$ cat src/verilog/dcache_pkg.sv
package dcache_pkg;

    // processor side
    localparam int FE_ADDR_W = 16;
    localparam int FE_DATA_W = 32;
    localparam int FE_NBYTES = FE_DATA_W / 8;
    localparam int FE_BYTE_W = $clog2(FE_NBYTES);

    // bit that selects control space
    localparam int CTRL_BIT = FE_ADDR_W - 1;

    // cache geometry
    localparam int WORD_OFF_W = 2;
    localparam int LINE_WORDS = 2 ** WORD_OFF_W;
    localparam int INDEX_W    = 4;
    localparam int NLINES     = 2 ** INDEX_W;
    localparam int TAG_W      = FE_ADDR_W - 1 - INDEX_W - WORD_OFF_W - FE_BYTE_W;

    // line address is tag plus index, memory port uses word addresses
    localparam int LINE_ADDR_W = TAG_W + INDEX_W;
    localparam int MEM_ADDR_W  = FE_ADDR_W - FE_BYTE_W;

    localparam int CNT_W = 16;

    typedef logic [CNT_W-1:0] cnt_t;

    typedef struct packed {
        logic [FE_ADDR_W-1:0] addr;
        logic [FE_DATA_W-1:0] wdata;
        logic [FE_NBYTES-1:0] wstrb;
        logic                 we;
    } fe_req_t;

    typedef struct packed {
        logic                  valid;
        logic                  we;
        logic [MEM_ADDR_W-1:0] addr;
        logic [FE_DATA_W-1:0]  wdata;
        logic [FE_NBYTES-1:0]  wstrb;
    } mem_req_t;

    // read data, or just an acknowledge for writes
    typedef struct packed {
        logic                 valid;
        logic [FE_DATA_W-1:0] rdata;
    } mem_resp_t;

    typedef struct packed {
        logic read_hit;
        logic read_miss;
        logic write_hit;
        logic write_miss;
    } hit_ev_t;

endpackage

$ cat src/verilog/cache_frontend.sv
module cache_frontend
    import dcache_pkg::*;
(
    input  logic                 clk,
    input  logic                 rst_n_i,

    input  logic                 valid_i,
    input  logic [FE_ADDR_W-1:0] addr_i,
    input  logic [FE_DATA_W-1:0] wdata_i,
    input  logic [FE_NBYTES-1:0] wstrb_i,
    output logic [FE_DATA_W-1:0] rdata_o,
    output logic                 ready_o,

    output fe_req_t              req_o,
    output logic                 cache_req_o,
    output logic                 ctrl_req_o,
    input  logic                 cache_done_i,
    input  logic                 ctrl_done_i,
    input  logic [FE_DATA_W-1:0] cache_rdata_i,
    input  logic [FE_DATA_W-1:0] ctrl_rdata_i
);

    logic    busy_q;
    fe_req_t req_q;

    // request payload, held until the access completes
    always_ff @(posedge clk) begin
        if (!busy_q && valid_i) begin
            req_q.addr  <= addr_i;
            req_q.wdata <= wdata_i;
            req_q.wstrb <= wstrb_i;
            req_q.we    <= |wstrb_i;
        end
    end

    always_ff @(posedge clk) begin
        if (!rst_n_i) begin
            busy_q      <= 1'b0;
            cache_req_o <= 1'b0;
            ctrl_req_o  <= 1'b0;
        end else begin
            cache_req_o <= 1'b0;
            ctrl_req_o  <= 1'b0;
            if (!busy_q && valid_i) begin
                busy_q      <= 1'b1;
                cache_req_o <= !addr_i[CTRL_BIT];
                ctrl_req_o  <= addr_i[CTRL_BIT];
            end else if (ready_o) begin
                busy_q <= 1'b0;
            end
        end
    end

    assign req_o   = req_q;
    assign ready_o = cache_done_i | ctrl_done_i;
    assign rdata_o = ctrl_done_i ? ctrl_rdata_i : cache_rdata_i;

    // only one target can be active per request
    assert property (@(posedge clk) disable iff (!rst_n_i)
        !(cache_done_i && ctrl_done_i));

endmodule

$ cat src/verilog/cache_memory.sv
module cache_memory
    import dcache_pkg::*;
(
    input  logic                   clk,
    input  logic                   rst_n_i,

    input  fe_req_t                req_i,
    input  logic                   cache_req_i,
    output logic                   cache_done_o,
    output logic [FE_DATA_W-1:0]   cache_rdata_o,

    output logic                   refill_req_o,
    output logic [LINE_ADDR_W-1:0] refill_addr_o,
    input  logic                   refill_word_i,
    input  logic [WORD_OFF_W-1:0]  refill_off_i,
    input  logic [FE_DATA_W-1:0]   refill_data_i,
    input  logic                   refill_done_i,
    output logic                   wt_req_o,
    input  logic                   wt_done_i,

    input  logic                   invalidate_i,
    output hit_ev_t                hit_ev_o
);

    typedef enum logic [1:0] {S_IDLE, S_LOOKUP, S_REFILL, S_WRITE} state_t;

    state_t state_q;

    logic [TAG_W-1:0]     tag_mem  [NLINES];
    logic [FE_DATA_W-1:0] data_mem [NLINES][LINE_WORDS];
    logic [NLINES-1:0]    valid_q;

    logic [TAG_W-1:0]      tag_rd_q;
    logic [FE_DATA_W-1:0]  data_rd_q;
    logic [FE_DATA_W-1:0]  fill_word_q;
    logic [INDEX_W-1:0]    idx;
    logic [WORD_OFF_W-1:0] off;
    logic [TAG_W-1:0]      tag;
    logic                  hit;
    logic                  lookup;
    logic                  fill_match;

    assign off = req_i.addr[FE_BYTE_W +: WORD_OFF_W];
    assign idx = req_i.addr[FE_BYTE_W+WORD_OFF_W +: INDEX_W];
    assign tag = req_i.addr[FE_BYTE_W+WORD_OFF_W+INDEX_W +: TAG_W];

    assign lookup     = (state_q == S_LOOKUP);
    assign hit        = valid_q[idx] && (tag_rd_q == tag);
    assign fill_match = refill_word_i && (refill_off_i == off);

    // arrays and read registers
    always_ff @(posedge clk) begin
        if (cache_req_i) begin
            tag_rd_q  <= tag_mem[idx];
            data_rd_q <= data_mem[idx][off];
        end
        if (lookup && req_i.we && hit) begin
            for (int b = 0; b < FE_NBYTES; b++) begin
                if (req_i.wstrb[b])
                    data_mem[idx][off][8*b +: 8] <= req_i.wdata[8*b +: 8];
            end
        end
        if (state_q == S_REFILL && refill_word_i) begin
            data_mem[idx][refill_off_i] <= refill_data_i;
            if (fill_match)
                fill_word_q <= refill_data_i;
        end
        if (state_q == S_REFILL && refill_done_i)
            tag_mem[idx] <= tag;
    end

    always_ff @(posedge clk) begin
        if (!rst_n_i) begin
            state_q <= S_IDLE;
            valid_q <= '0;
        end else begin
            if (invalidate_i)
                valid_q <= '0;
            case (state_q)
                S_IDLE:   if (cache_req_i) state_q <= S_LOOKUP;
                S_LOOKUP: begin
                    if (req_i.we)
                        state_q <= S_WRITE;
                    else if (!hit)
                        state_q <= S_REFILL;
                    else
                        state_q <= S_IDLE;
                end
                S_REFILL: begin
                    if (refill_done_i) begin
                        valid_q[idx] <= 1'b1;
                        state_q      <= S_IDLE;
                    end
                end
                default:  if (wt_done_i) state_q <= S_IDLE;
            endcase
        end
    end

    assign refill_addr_o = {tag, idx};
    assign refill_req_o  = lookup && !req_i.we && !hit;
    assign wt_req_o      = lookup && req_i.we;

    assign hit_ev_o.read_hit   = lookup && !req_i.we && hit;
    assign hit_ev_o.read_miss  = lookup && !req_i.we && !hit;
    assign hit_ev_o.write_hit  = lookup && req_i.we && hit;
    assign hit_ev_o.write_miss = lookup && req_i.we && !hit;

    always_comb begin
        cache_done_o  = 1'b0;
        cache_rdata_o = data_rd_q;
        case (state_q)
            S_LOOKUP: cache_done_o = !req_i.we && hit;
            S_REFILL: begin
                cache_done_o  = refill_done_i;
                // requested word may be the last one of the stream
                cache_rdata_o = fill_match ? refill_data_i : fill_word_q;
            end
            S_WRITE:  cache_done_o = wt_done_i;
            default:  cache_done_o = 1'b0;
        endcase
    end

    assert property (@(posedge clk) disable iff (!rst_n_i)
        refill_word_i |-> state_q == S_REFILL);

    // write-through completes only while one is pending
    assert property (@(posedge clk) disable iff (!rst_n_i)
        wt_done_i |-> state_q == S_WRITE);

endmodule

$ cat src/verilog/cache_backend.sv
module cache_backend
    import dcache_pkg::*;
(
    input  logic                   clk,
    input  logic                   rst_n_i,

    input  fe_req_t                req_i,
    input  logic                   refill_req_i,
    input  logic [LINE_ADDR_W-1:0] refill_addr_i,
    output logic                   refill_word_o,
    output logic [WORD_OFF_W-1:0]  refill_off_o,
    output logic [FE_DATA_W-1:0]   refill_data_o,
    output logic                   refill_done_o,
    input  logic                   wt_req_i,
    output logic                   wt_done_o,

    output mem_req_t               mem_req_o,
    input  mem_resp_t              mem_resp_i
);

    typedef enum logic [1:0] {S_IDLE, S_READ, S_WRITE} state_t;

    state_t                 state_q;
    logic [WORD_OFF_W-1:0]  cnt_q;
    logic [LINE_ADDR_W-1:0] line_q;
    mem_req_t               mem_req_q;
    logic                   last_word;

    assign last_word = (cnt_q == WORD_OFF_W'(LINE_WORDS - 1));

    always_ff @(posedge clk) begin
        if (!rst_n_i) begin
            state_q         <= S_IDLE;
            cnt_q           <= '0;
            mem_req_q.valid <= 1'b0;
        end else begin
            mem_req_q.valid <= 1'b0;
            case (state_q)
                S_IDLE: begin
                    if (refill_req_i) begin
                        line_q          <= refill_addr_i;
                        cnt_q           <= '0;
                        mem_req_q.valid <= 1'b1;
                        mem_req_q.we    <= 1'b0;
                        mem_req_q.addr  <= {1'b0, refill_addr_i, {WORD_OFF_W{1'b0}}};
                        mem_req_q.wstrb <= '0;
                        state_q         <= S_READ;
                    end else if (wt_req_i) begin
                        mem_req_q.valid <= 1'b1;
                        mem_req_q.we    <= 1'b1;
                        mem_req_q.addr  <= req_i.addr[FE_ADDR_W-1:FE_BYTE_W];
                        mem_req_q.wdata <= req_i.wdata;
                        mem_req_q.wstrb <= req_i.wstrb;
                        state_q         <= S_WRITE;
                    end
                end
                S_READ: begin
                    if (mem_resp_i.valid) begin
                        if (last_word) begin
                            state_q <= S_IDLE;
                        end else begin
                            // next word of the line
                            cnt_q           <= cnt_q + 1'b1;
                            mem_req_q.valid <= 1'b1;
                            mem_req_q.addr  <= {1'b0, line_q, cnt_q + 1'b1};
                        end
                    end
                end
                default: if (mem_resp_i.valid) state_q <= S_IDLE;
            endcase
        end
    end

    assign mem_req_o     = mem_req_q;
    assign refill_word_o = (state_q == S_READ) && mem_resp_i.valid;
    assign refill_off_o  = cnt_q;
    assign refill_data_o = mem_resp_i.rdata;
    assign refill_done_o = refill_word_o && last_word;
    assign wt_done_o     = (state_q == S_WRITE) && mem_resp_i.valid;

    // memory only answers what was asked
    assert property (@(posedge clk) disable iff (!rst_n_i)
        mem_resp_i.valid |-> state_q != S_IDLE);

endmodule

$ cat src/verilog/cache_control.sv
module cache_control
    import dcache_pkg::*;
(
    input  logic                 clk,
    input  logic                 rst_n_i,

    input  fe_req_t              req_i,
    input  logic                 ctrl_req_i,
    output logic                 ctrl_done_o,
    output logic [FE_DATA_W-1:0] ctrl_rdata_o,

    input  hit_ev_t              hit_ev_i,
    output logic                 invalidate_o
);

    cnt_t                  cnt_q [4];
    logic [3:0]            ev_vec;
    logic [WORD_OFF_W-1:0] sel;

    // order matches the control word offsets
    assign ev_vec = {hit_ev_i.write_miss, hit_ev_i.write_hit,
                     hit_ev_i.read_miss, hit_ev_i.read_hit};
    assign sel    = req_i.addr[FE_BYTE_W +: WORD_OFF_W];

    always_ff @(posedge clk) begin
        if (!rst_n_i) begin
            for (int i = 0; i < 4; i++)
                cnt_q[i] <= '0;
        end else begin
            for (int i = 0; i < 4; i++) begin
                // saturate instead of wrapping
                if (ev_vec[i] && cnt_q[i] != '1)
                    cnt_q[i] <= cnt_q[i] + 1'b1;
            end
        end
    end

    always_ff @(posedge clk) begin
        if (!rst_n_i) begin
            ctrl_done_o  <= 1'b0;
            invalidate_o <= 1'b0;
        end else begin
            ctrl_done_o  <= ctrl_req_i;
            invalidate_o <= ctrl_req_i && req_i.we;
        end
    end

    always_ff @(posedge clk) begin
        if (ctrl_req_i)
            ctrl_rdata_o <= {{(FE_DATA_W-CNT_W){1'b0}}, cnt_q[sel]};
    end

endmodule

$ cat src/verilog/dcache_top.sv
module dcache_top
    import dcache_pkg::*;
(
    input  logic                 clk,
    input  logic                 rst_n_i,

    input  logic                 valid_i,
    input  logic [FE_ADDR_W-1:0] addr_i,
    input  logic [FE_DATA_W-1:0] wdata_i,
    input  logic [FE_NBYTES-1:0] wstrb_i,
    output logic [FE_DATA_W-1:0] rdata_o,
    output logic                 ready_o,

    output mem_req_t             mem_req_o,
    input  mem_resp_t            mem_resp_i
);

    fe_req_t                req;
    logic                   cache_req, ctrl_req;
    logic                   cache_done, ctrl_done;
    logic [FE_DATA_W-1:0]   cache_rdata, ctrl_rdata;

    // refill and write-through handshake
    logic                   refill_req, refill_word, refill_done;
    logic [LINE_ADDR_W-1:0] refill_addr;
    logic [WORD_OFF_W-1:0]  refill_off;
    logic [FE_DATA_W-1:0]   refill_data;
    logic                   wt_req, wt_done;

    logic                   invalidate;
    hit_ev_t                hit_ev;

    cache_frontend u_cache_frontend (
        .clk           (clk),
        .rst_n_i       (rst_n_i),
        .valid_i       (valid_i),
        .addr_i        (addr_i),
        .wdata_i       (wdata_i),
        .wstrb_i       (wstrb_i),
        .rdata_o       (rdata_o),
        .ready_o       (ready_o),
        .req_o         (req),
        .cache_req_o   (cache_req),
        .ctrl_req_o    (ctrl_req),
        .cache_done_i  (cache_done),
        .ctrl_done_i   (ctrl_done),
        .cache_rdata_i (cache_rdata),
        .ctrl_rdata_i  (ctrl_rdata)
    );

    cache_memory u_cache_memory (
        .clk           (clk),
        .rst_n_i       (rst_n_i),
        .req_i         (req),
        .cache_req_i   (cache_req),
        .cache_done_o  (cache_done),
        .cache_rdata_o (cache_rdata),
        .refill_req_o  (refill_req),
        .refill_addr_o (refill_addr),
        .refill_word_i (refill_word),
        .refill_off_i  (refill_off),
        .refill_data_i (refill_data),
        .refill_done_i (refill_done),
        .wt_req_o      (wt_req),
        .wt_done_i     (wt_done),
        .invalidate_i  (invalidate),
        .hit_ev_o      (hit_ev)
    );

    cache_backend u_cache_backend (
        .clk           (clk),
        .rst_n_i       (rst_n_i),
        .req_i         (req),
        .refill_req_i  (refill_req),
        .refill_addr_i (refill_addr),
        .refill_word_o (refill_word),
        .refill_off_o  (refill_off),
        .refill_data_o (refill_data),
        .refill_done_o (refill_done),
        .wt_req_i      (wt_req),
        .wt_done_o     (wt_done),
        .mem_req_o     (mem_req_o),
        .mem_resp_i    (mem_resp_i)
    );

    cache_control u_cache_control (
        .clk           (clk),
        .rst_n_i       (rst_n_i),
        .req_i         (req),
        .ctrl_req_i    (ctrl_req),
        .ctrl_done_o   (ctrl_done),
        .ctrl_rdata_o  (ctrl_rdata),
        .hit_ev_i      (hit_ev),
        .invalidate_o  (invalidate)
    );

endmodule

$ cat config.mk
export PLATFORM = sky130hd
export DESIGN_NAME = dcache_top
export DESIGN_NICKNAME = d
export VERILOG_FILES = /design/src/verilog/dcache_pkg.sv /design/src/verilog/cache_frontend.sv /design/src/verilog/cache_memory.sv /design/src/verilog/cache_backend.sv /design/src/verilog/cache_control.sv /design/src/verilog/dcache_top.sv
export SDC_FILE = /design/constraint.sdc
export NUM_CORES = 2
export LEC_CHECK = 0
export BUFFER_PORTS_ARGS = -buffer_cell sky130_fd_sc_hd__buf_2
export CORE_ASPECT_RATIO = 0.8
export CORE_UTILIZATION = 45
export CTS_BUF_LIST = sky130_fd_sc_hd__clkbuf_8
export DETAILED_ROUTE_END_ITERATION = 7
export MAX_ROUTING_LAYER = met4
export PLACE_DENSITY = 0.68
export SYNTH_ARGS = -nofsm -noshare
export SYNTH_HDL_FRONTEND = slang
export SYNTH_HIERARCHICAL = 1
export SYNTH_SLANG_ARGS = --single-unit
$ cat constraint.sdc
create_clock -name clk -period 5.7 [get_ports clk]
set_input_delay 0.285 -clock clk [delete_from_list [all_inputs] [get_ports clk]]
set_output_delay 0.285 -clock clk [all_outputs]
set_load 0.05 [all_outputs]
==> metrics.md <==
| Metric | Value |
|---|---|
| Status | finished, final reports clean |
| Fmax achieved | 207.4 MHz |
| Sinks on Clock Net | 2,452 |
| Synthesized area per cell | 20.21 um^2 |
| Slack of the worst reg-to-reg path | 1.53 ns |
| CTS tree | built |
| Critical path launch point type | register |
| Share of layout cells above drive strength 1 | 0.2767 |
| Antenna viol nets, final | 0 |
| Worst slew margin | 0.1240 |
| Grt ovf | 0 |
| Initial antenna violation count | 26 |
| Reg clk slew, reported paths | 0.06 ns |
| DRC | 0 |
| Rows | 152 |
| Place WS | 1.505 ns |
| MaxCap Viol Count | 0 |
| Core ar. | 215,100 um^2 |
| Global-route wire length before repair | 359,100 um |
| CTS Buf Count | 369 |
| Placed inst area | 101,100 um^2 |
| Setup TNS | 0 ns |
| Routed WL | 252,400 um |
| Gpl congestion | 0.8427 |
| Power Density | 329.0 nW/um^2 |
| Post-CTS resize count | 0 |
| Min Hold Slack | 0.07756 ns |
| Clk_lat worst skew | 0.97 ns |
| Synthesized cell area | 97,590 um^2 |
| Worst hold path type | input pin to register |
| Layout Utilization | 0.5071 |
| Initial Utilization | 0.4537 |
| Pins Over Slew Limit | 0 |
| Detailed placer's ending HPWL | 157,000 um |
| Vias in the first global route | 50,259 |
| Clk_skew | 0.08426 ns |
| Routed WL per cell | 30.08 um |
| Number of cells after detailed placement | 7,600 |
| Period minus WS final | 4.821 ns |
| Worst-Margin Slew | 1.310 ns |
| Largest net degree at the start of global routing | 153 |
| Leading cell type in the layout, fill and taps excluded | edfxtp_1 |
| Post-route non-filler standard cell count | 8,391 |
| Die X | 522.7 um |
| CTS Root Cell | clkbuf_8 |
| Via Count | 50,921 |
| Setup violations, final | 0 |
| WS Path Type | register to output port |
| Io pins | 173 |
| Full die area | 218,700 um^2 |
| Final instance area | 109,100 um^2 |
| Total GRT Usage | 0.2363 |
| Worst setup margin | 0.8788 ns |
| First-pass iteration count of the detailed router | 5 |
| Worst endpoint data arrival time | 4.54 ns |
| Commonest cells after routing, fill and taps aside | edfxtp_1, mux4_2, clkbuf_8, nor2_1, a22oi_1 |
| DIE HEIGHT | 418.5 um |
| Starting DRT DRC Count | 6,603 |
| Area Overhead vs Synth | 11.77% |
| Layout Nets | 5,332 |
| Peak VDD IR | 0.0002316 V |
| Leakage | 34.31 nW |
| Clock Path Buffers | 4 |
| Total power draw | 35.89 mW |
| CP endpoint kind | output port |
| RSZ-0062 raised after global routing | false |
| CP Max Fanout | 19 |
| Vias per inst | 6.069 |
| Final period utilization | 0.8458 |
| Number of buffers added on ports | 170 |
| CP Data Required Time | 5.41 ns |
| H-Tree Depth | 5 |
| Yosys warnings | 6 |
| Gate Count Post-Synth | 4,829 |
| Hold Violations, Final | 0 |
flip-flops by register name (all words and copies together) (netlist names), 16 cells and up:
| name | cells |
|---|---|
| u_cache_backend/mem_req_o | 52 |
| u_cache_control/cnt_q | 64 |
| u_cache_control/ctrl_rdata_o | 16 |
| u_cache_memory/tag_mem | 112 |
| u_cache_memory/valid_q | 16 |
| u_cache_frontend/req_o | 51 |
| u_cache_memory/data_rd_q | 32 |
| u_cache_memory/data_mem | 2048 |
| u_cache_memory/fill_word_q | 32 |
final timing paths:
path / cells past startpoint / endpoint / startpoint
max: 9 / rdata_o[29] / u_cache_backend/state_q[0]
max reg2reg: 7 / u_cache_memory/data_mem[14][85] / u_cache_backend/state_q[0]
min: 2 / u_cache_frontend/req_o[23] / wdata_i[18]
min reg2reg: 1 / u_cache_memory/fill_word_q[27] / u_cache_memory/fill_word_q[27]
worst max-delay path, stage by stage, from the launching register on:
cell     delay, ns
dfxtp_1       0.52
and2b_4       0.32
and2_1        0.28
nand3_2       0.80
buf_4         0.55
mux2_2        0.32
nand2_1       0.06
nand2_1       0.16
mux2_2        0.34
buf_2         0.22
cell type report:
class                           instances  area [um^2]
Antenna cell                           17        42.54
Clock buffer                          384         5285
Clock inverter                        273         1456
Fill cell                           17029       106000
Inverter                               17        63.81
Multi-Input combinational cell       2027        22490
Sequential cell                      2452        73360
Tap cell                             2849         3565
Timing Repair Buffer                  372         2823
what timing repair did:
item / in CTS / in global routing
setup endpoints to repair: 0 / 0
hold buffers: 117 / 0
endpoints found under the hold margin: 408 / 0
setup buffers: 0 / 0
per-layer routing:
metal | share of wire | global-route usage
met1 | 0.41 | 0.3349
met5 | 0 | -
met3 | 0.11 | 0.05735
met4 | 0.023 | 0.05985
met2 | 0.46 | 0.3442
power by group:
group / internal, mW / switching [mW] / total (mW)
combinational: 0.819 / 1.47 / 2.29
clock: 6.75 / 6.74 / 13.5
sequential: 20.0 / 0.143 / 20.1
Note: power is estimated with default switching activity, not from simulation.
